--- src/hw/csa_pkg.sv ---
package csa_pkg;

	localparam int WORD_W          = 32;
	localparam int OPERAND_W       = 40;
	localparam int SUM_W           = 48;

	localparam int WORDS_PER_GROUP = 5;
	localparam int OPS_PER_GROUP   = 4;
	localparam int GROUPS_PER_PAIR = 2;
	localparam int WORDS_PER_PAIR  = 3;

	typedef logic [WORD_W-1:0]    word_t;
	typedef logic [OPERAND_W-1:0] operand_t;
	typedef logic [SUM_W-1:0]     sum_t;

	// Operand 0 sits in the low bits.
	typedef logic [OPS_PER_GROUP*OPERAND_W-1:0] group_t;

	typedef enum logic [1:0] {
		PACK_IDLE,
		PACK_HALF,
		PACK_EMIT
	} pack_state_t;

endpackage

--- src/hw/csa_pack.sv ---
`timescale 1ns/10ps

module csa_pack (
	input  logic           clk,
	input  logic           reset,
	input  logic           sum_valid,
	input  csa_pkg::sum_t  sum_data,
	input  logic           frame_error,
	output logic           out_valid,
	output csa_pkg::word_t out_data,
	output logic           out_last
);

	localparam int PAIR_W = csa_pkg::GROUPS_PER_PAIR * csa_pkg::SUM_W;
	localparam int CNT_W  = $clog2(csa_pkg::WORDS_PER_PAIR);
	localparam int ALIGN  = 2; // Cycles through the tree.

	localparam logic [CNT_W-1:0] LAST_WORD = CNT_W'(csa_pkg::WORDS_PER_PAIR - 1);

	csa_pkg::pack_state_t state;

	logic [PAIR_W-1:0] pair;
	logic [CNT_W-1:0]  word_cnt;
	logic [ALIGN-1:0]  err_pipe;
	logic              err_aligned;

	// A group of the dropped frame may still be in the tree when the error arrives.
	assign err_aligned = err_pipe[ALIGN-1];

	always_ff @(posedge clk) begin
		if (reset) begin
			state    <= csa_pkg::PACK_IDLE;
			word_cnt <= '0;
			err_pipe <= '0;
		end else begin
			err_pipe <= {err_pipe[ALIGN-2:0], frame_error};

			case (state)
				csa_pkg::PACK_IDLE: begin
					if (sum_valid && !err_aligned) begin
						state <= csa_pkg::PACK_HALF;
					end
				end
				csa_pkg::PACK_HALF: begin
					if (err_aligned) begin
						state <= csa_pkg::PACK_IDLE; // Forget the half pair.
					end else if (sum_valid) begin
						state    <= csa_pkg::PACK_EMIT;
						word_cnt <= '0;
					end
				end
				csa_pkg::PACK_EMIT: begin
					if (word_cnt == LAST_WORD) begin
						state <= csa_pkg::PACK_IDLE;
					end else begin
						word_cnt <= word_cnt + 1'b1;
					end
				end
				default: begin
					state <= csa_pkg::PACK_IDLE;
				end
			endcase
		end
	end

	always_ff @(posedge clk) begin
		if (sum_valid && state == csa_pkg::PACK_IDLE) begin
			pair[0 +: csa_pkg::SUM_W] <= sum_data;
		end
		if (sum_valid && state == csa_pkg::PACK_HALF) begin
			pair[csa_pkg::SUM_W +: csa_pkg::SUM_W] <= sum_data;
		end
	end

	assign out_valid = state == csa_pkg::PACK_EMIT;
	assign out_last  = out_valid && word_cnt == LAST_WORD;
	assign out_data  = pair[word_cnt*csa_pkg::WORD_W +: csa_pkg::WORD_W];

endmodule

--- src/hw/csa_stream_top.sv ---
`timescale 1ns/10ps

module csa_stream_top (
	input  logic           clk,
	input  logic           reset,
	input  logic           in_valid,
	input  csa_pkg::word_t in_data,
	input  logic           in_last,
	output logic           out_valid,
	output csa_pkg::word_t out_data,
	output logic           out_last,
	output logic           frame_error
);

	logic            grp_valid;
	csa_pkg::group_t grp_data;

	logic            sum_valid;
	csa_pkg::sum_t   sum_data;

	// Decode.
	csa_unpack u_unpack (
		.clk         (clk),
		.reset       (reset),
		.in_valid    (in_valid),
		.in_data     (in_data),
		.in_last     (in_last),
		.grp_valid   (grp_valid),
		.grp_data    (grp_data),
		.frame_error (frame_error)
	);

	// Execute.
	csa_tree u_tree (
		.clk       (clk),
		.reset     (reset),
		.grp_valid (grp_valid),
		.grp_data  (grp_data),
		.sum_valid (sum_valid),
		.sum_data  (sum_data)
	);

	// Result.
	csa_pack u_pack (
		.clk         (clk),
		.reset       (reset),
		.sum_valid   (sum_valid),
		.sum_data    (sum_data),
		.frame_error (frame_error),
		.out_valid   (out_valid),
		.out_data    (out_data),
		.out_last    (out_last)
	);

endmodule

--- src/hw/csa_tree.sv ---
`timescale 1ns/10ps

module csa_tree (
	input  logic            clk,
	input  logic            reset,
	input  logic            grp_valid,
	input  csa_pkg::group_t grp_data,
	output logic            sum_valid,
	output csa_pkg::sum_t   sum_data
);

	localparam int PAD_W = csa_pkg::SUM_W - csa_pkg::OPERAND_W;

	function automatic csa_pkg::sum_t widen(input csa_pkg::operand_t x);
		return {{PAD_W{1'b0}}, x};
	endfunction

	// 3:2 compressor, carry already shifted into place.
	function automatic logic [2*csa_pkg::SUM_W-1:0] compress(
		input csa_pkg::sum_t x,
		input csa_pkg::sum_t y,
		input csa_pkg::sum_t z
	);
		csa_pkg::sum_t s;
		csa_pkg::sum_t c;
		s = x ^ y ^ z;
		c = ((x & y) | (x & z) | (y & z)) << 1;
		return {c, s};
	endfunction

	csa_pkg::operand_t operand [csa_pkg::OPS_PER_GROUP];
	csa_pkg::sum_t     op_wide [csa_pkg::OPS_PER_GROUP];

	csa_pkg::sum_t l1_sum;
	csa_pkg::sum_t l1_carry;
	csa_pkg::sum_t l2_sum;
	csa_pkg::sum_t l2_carry;

	csa_pkg::sum_t save_sum;
	csa_pkg::sum_t save_carry;
	logic          stage1_valid;

	always_comb begin
		for (int j = 0; j < csa_pkg::OPS_PER_GROUP; j++) begin
			operand[j] = grp_data[j*csa_pkg::OPERAND_W +: csa_pkg::OPERAND_W];
			op_wide[j] = widen(operand[j]);
		end
	end

	// Four operands down to two in two levels.
	assign {l1_carry, l1_sum} = compress(op_wide[0], op_wide[1], op_wide[2]);
	assign {l2_carry, l2_sum} = compress(l1_sum, l1_carry, op_wide[3]);

	always_ff @(posedge clk) begin
		if (grp_valid) begin
			save_sum   <= l2_sum;
			save_carry <= l2_carry;
		end
	end

	// Single carry-propagate add.
	always_ff @(posedge clk) begin
		if (stage1_valid) begin
			sum_data <= save_sum + save_carry;
		end
	end

	always_ff @(posedge clk) begin
		if (reset) begin
			stage1_valid <= 1'b0;
			sum_valid    <= 1'b0;
		end else begin
			stage1_valid <= grp_valid;
			sum_valid    <= stage1_valid;
		end
	end

endmodule

--- src/hw/csa_unpack.sv ---
`timescale 1ns/10ps

module csa_unpack (
	input  logic            clk,
	input  logic            reset,
	input  logic            in_valid,
	input  csa_pkg::word_t  in_data,
	input  logic            in_last,
	output logic            grp_valid,
	output csa_pkg::group_t grp_data,
	output logic            frame_error
);

	localparam int WCNT_W = $clog2(csa_pkg::WORDS_PER_GROUP);
	localparam int GCNT_W = $clog2(csa_pkg::GROUPS_PER_PAIR);
	localparam int GROUP_W = $bits(csa_pkg::group_t);

	localparam logic [WCNT_W-1:0] LAST_WORD  = WCNT_W'(csa_pkg::WORDS_PER_GROUP - 1);
	localparam logic [GCNT_W-1:0] LAST_GROUP = GCNT_W'(csa_pkg::GROUPS_PER_PAIR - 1);

	logic [WCNT_W-1:0] word_cnt;
	logic [GCNT_W-1:0] grp_cnt;
	csa_pkg::group_t   gather;
	csa_pkg::group_t   gather_next;

	logic group_done;
	logic pair_done;
	logic bad_last;

	// Newest word enters at the top, so word 0 ends in the low bits.
	assign gather_next = {in_data, gather[GROUP_W-1:csa_pkg::WORD_W]};

	assign group_done = word_cnt == LAST_WORD;
	assign pair_done  = grp_cnt == LAST_GROUP;

	// Only the tenth word of a pair may close a frame.
	assign bad_last = in_valid && in_last && !(group_done && pair_done);

	always_ff @(posedge clk) begin
		if (in_valid) begin
			gather <= gather_next;
		end
	end

	// Gather stays put for the grp_valid cycle.
	assign grp_data = gather;

	always_ff @(posedge clk) begin
		if (reset) begin
			word_cnt    <= '0;
			grp_cnt     <= '0;
			grp_valid   <= 1'b0;
			frame_error <= 1'b0;
		end else begin
			grp_valid   <= in_valid && group_done;
			frame_error <= bad_last;

			if (bad_last) begin
				word_cnt <= '0; // Drop the partial frame.
				grp_cnt  <= '0;
			end else if (in_valid) begin
				if (group_done) begin
					word_cnt <= '0;
					if (pair_done) begin
						grp_cnt <= '0;
					end else begin
						grp_cnt <= grp_cnt + 1'b1;
					end
				end else begin
					word_cnt <= word_cnt + 1'b1;
				end
			end
		end
	end

endmodule

--- config.mk ---
export PLATFORM = sky130hd
export DESIGN_NAME = csa_stream_top
export DESIGN_NICKNAME = d
export VERILOG_FILES = /design/src/hw/csa_pkg.sv /design/src/hw/csa_pack.sv /design/src/hw/csa_stream_top.sv /design/src/hw/csa_tree.sv /design/src/hw/csa_unpack.sv
export SDC_FILE = /design/constraint.sdc
export NUM_CORES = 1
export LEC_CHECK = 0
export ABC_AREA = 1
export ABC_CLOCK_PERIOD_IN_PS = 4400
export BUFFER_PORTS_ARGS = -buffer_cell sky130_fd_sc_hd__buf_2
export CORE_MARGIN = 1
export CORE_UTILIZATION = 62
export DETAILED_ROUTE_END_ITERATION = 16
export GPL_TIMING_DRIVEN = 0
export HOLD_SLACK_MARGIN = 0.06
export PLACE_DENSITY = 0.8
export REMOVE_ABC_BUFFERS = 1
export SLEW_MARGIN = 20
export SYNTH_ARGS = -nofsm -noshare
export SYNTH_HDL_FRONTEND = slang
export SYNTH_SLANG_ARGS = --single-unit
--- constraint.sdc ---
create_clock -name clk -period 4.4 [get_ports clk]
set_clock_uncertainty 0.1 [all_clocks]
set_input_delay 0.66 -clock clk [delete_from_list [all_inputs] [get_ports clk]]
set_output_delay 0.66 -clock clk [all_outputs]
set_load 0.005 [all_outputs]
==> results.txt <==
outcome -> completed
hold_buf cts -> 0
Slew headroom -> 0.268
switching power -> 1.65 mW
final setup violation count -> 0
CTS tree -> built
row count -> 59
Area growth, synth to finish -> 11.9%
Pre-antenna DRT Iters -> 5
Critical Setup Path Class -> reg2out
largest net degree at the start of global routing -> 88
GPL Wtd Cong -> 0.929
RSZ-0062 raised after global routing -> false
final period utilization -> 0.836
min setup slack post-route -> 722 ps
launch point of the worst path -> u_pack.word_cnt[1]$_SDFFE_PP0P_
gr ovfl total -> 0
vias -> 9612
Synth cell types -> 31
CTS sink cnt -> 381
leakage power -> 7.39 nW
drt total wl -> 34600 um
Post-Syn Instances -> 1290
Hold Crit Class -> in2reg
synthesized area -> 0.0168 mm2
# H-tree levels -> 2
Starting Density -> 0.639
Seq pwr share -> 0.553
Post-CTS Resized -> 0
Clock Power Share -> 0.383
Fin. Hold Viols -> 0
Mapped Avg Cell Area -> 13.1 um2
gr usage total -> 0.256
number of buffers created by CTS -> 38
Power Density -> 406 mW/mm2
Switching Fraction -> 0.216
die area -> 0.0278 mm2
CP endpoint -> out_data[1]
worst reg2reg endpoint -> u_pack.word_cnt[1]$_SDFFE_PP0P_
Total Power -> 7.66 mW
clk root buf -> clkbuf_16
first-pass GRT wire length -> 52300 um
Slew Limit Fails -> 0
Peak VDD IR -> 0.000361 V
CP Capture Type -> primary output
Die H -> 167 um
Final Util -> 0.715
vias in the first global route -> 9512
flops & latches, synth -> 381
fin nets -> 1553
critical path arrival -> 2920 ps
post-synthesis sequential area ratio -> 0.671
Final ANT Viol Nets -> 0
core box area -> 0.0264 mm2
max_cap viols -> 0
# IOs -> 71
Tmin final -> 3680 ps
Worst Max-Slew Pin Slew -> 1100 ps
Worst R2R Setup Slack -> 1500 ps
worst endpoint required time -> 3640 ps
Vias/cell -> 5.48
Clock Tree Buf Depth -> 3
Gate power share -> 0.063
Iteration-0 DRC Markers -> 851
Cell Int Power -> 6.00 mW
worst skew pair latency -> 530 ps
FF-to-FF Start -> u_pack.word_cnt[0]$_SDFFE_PP0P_
layout cell share with drive strength beyond 1 -> 0.105
Post-Layout Cell Count -> 1755
Yosys warnings -> 0
wire per inst -> 19.7 um
drc violations -> 0
postcts setup bufs -> 0
critical path fanouts, max -> 33
fill count -> 1744
Reg clk slew, reported paths -> 60 ps
r2r worst-path depth -> 8
Placed Cells -> 1688
Hold Crit Start -> in_data[23]
Setup TNS -> 0 ps
fmax -> 272 MHz
# diodes -> 0
placed wire-length estimate -> 25100 um
startpoint types -> register
Placement Setup Slack -> 1300 ps
buffers added on ports -> 70
initial antenna violation count -> 0
Die W -> 167 um
[critical path, cell delays in order, from the launching register on]
cell	delay, ps
dfxtp_1	1040
inv_1	750
o21ai_0	310
o21ai_0	130
buf_2	140
[cells by family (layout without fill, tap and decap cells)]
| kind of cell | Yosys count | count (layout) | synth area share |
|---|---|---|---|
| simple gates | 472 | 472 | 0.115 |
| flops | 381 | 381 | 0.671 |
| buf+inv | 177 | 307 | 0.0395 |
| fa+ha+maj | 124 | 124 | 0.128 |
| compound gates | 113 | 113 | 0.0349 |
| xor+xnor | 23 | 23 | 0.0120 |
[metal layers]
metal  part of all wire  GRT usage  vias to the layer above
met1               0.43      0.350                     4659
met3              0.052     0.0345                       59
li1                   -          -                     4553
met2               0.48      0.421                      341
met5                  0          0                        -
met4              0.038      0.107                        0
[synthesized netlist by cell type]
master / n / area share
a211oi_1: 2 / 0.00089
a21oi_1: 34 / 0.010
a22oi_1: 1 / 0.00045
a31oi_1: 3 / 0.0011
and2_1: 1 / 0.00037
buf_1: 1 / 0.00022
buf_2: 1 / 0.00030
clkbuf_1: 13 / 0.0029
dfxtp_1: 14 / 0.017
edfxtp_1: 367 / 0.65
fa_1: 80 / 0.095
ha_1: 44 / 0.033
inv_1: 161 / 0.036
inv_2: 1 / 0.00022
nand2_1: 266 / 0.059
nand2_2: 8 / 0.0030
nand3_1: 47 / 0.014
nand3_2: 7 / 0.0042
nand3b_1: 1 / 0.00045
nor2_1: 124 / 0.028
nor2_2: 2 / 0.00074
nor2_4: 2 / 0.0013
nor3_1: 13 / 0.0039
o2111ai_1: 1 / 0.00052
o211ai_1: 1 / 0.00045
o21ai_0: 68 / 0.020
o21ai_1: 1 / 0.00030
o21bai_1: 2 / 0.00089
or2_1: 1 / 0.00037
xnor2_1: 6 / 0.0031
xor2_1: 17 / 0.0088
[sequential cells by signal, indices dropped and copies added (netlist names)]
| signal | flops |
|---|---|
| u_tree.save_sum | 41 |
| u_tree.stage1_valid | 1 |
| u_unpack.grp_cnt | 1 |
| u_tree.sum_valid | 1 |
| u_unpack.word_cnt | 3 |
| u_pack.pair | 84 |
| u_unpack.grp_valid | 1 |
| u_pack.word_cnt | 2 |
| u_unpack.grp_data | 160 |
| u_pack.state | 2 |
| u_pack.err_pipe | 2 |
| u_unpack.frame_error | 1 |
| u_tree.save_carry | 40 |
| u_tree.sum_data | 42 |
[worst min path at each step]
stage          cells past startpoint                          endpoint
6_report                           1  u_unpack.grp_data[151]$_DFFE_PP_
5_1_grt                            1  u_unpack.grp_data[153]$_DFFE_PP_
4_1_cts                            1  u_unpack.grp_data[151]$_DFFE_PP_
3_5_place_dp                       2     u_pack.err_pipe[1]$_SDFF_PP0_
3_3_place_gp                       2     u_pack.err_pipe[1]$_SDFF_PP0_
2_1_floorplan                      2     u_pack.err_pipe[1]$_SDFF_PP0_
[power by group through the flow]
stage                     Sequential [mW]  Clock [mW]  Combinational [mW]
after floorplan                      4.27           0               0.242
after global placement               4.31           0               0.437
after detailed placement             4.31           0               0.476
after CTS                            4.24        3.00               0.492
after global routing                 4.25        3.12               0.547
final                                4.24        2.94               0.485
[layout make-up]
| class | count | area [um2] | area share |
|---|---|---|---|
| flip-flops and latches | 381 | 11300 | 0.600 |
| multi-input cells | 732 | 4890 | 0.260 |
| clock buffers | 54 | 1050 | 0.0558 |
| inverters | 162 | 608 | 0.0323 |
| repair buffers | 78 | 500 | 0.0266 |
| well taps | 335 | 419 | 0.0222 |
| clock inverters | 13 | 65.1 | 0.00345 |
[cells in the final DEF (no fill, tap or decap), types with 13 or more instances in the layout]
| cell type | Yosys | routed |
|---|---|---|
| buf_2 | 1 | 69 |
| xor2_1 | 17 | 17 |
| nand3_1 | 47 | 47 |
| clkbuf_1 | 13 | 13 |
| nor2_1 | 124 | 123 |
| inv_1 | 161 | 161 |
| edfxtp_1 | 367 | 367 |
| fa_1 | 80 | 80 |
| clkbuf_16 | 0 | 39 |
| nand2_1 | 266 | 266 |
| a21oi_1 | 34 | 34 |
| o21ai_0 | 68 | 68 |
| ha_1 | 44 | 44 |
[metrics by stage]
step	hold WS, ps	instance area (um2)
2_1_floorplan	288	16800
3_3_place_gp	291	17600
3_5_place_dp	296	17700
4_1_cts	192	18800
5_1_grt	196	18800
6_report	207	18800
Power figures use the tool's default switching activity.
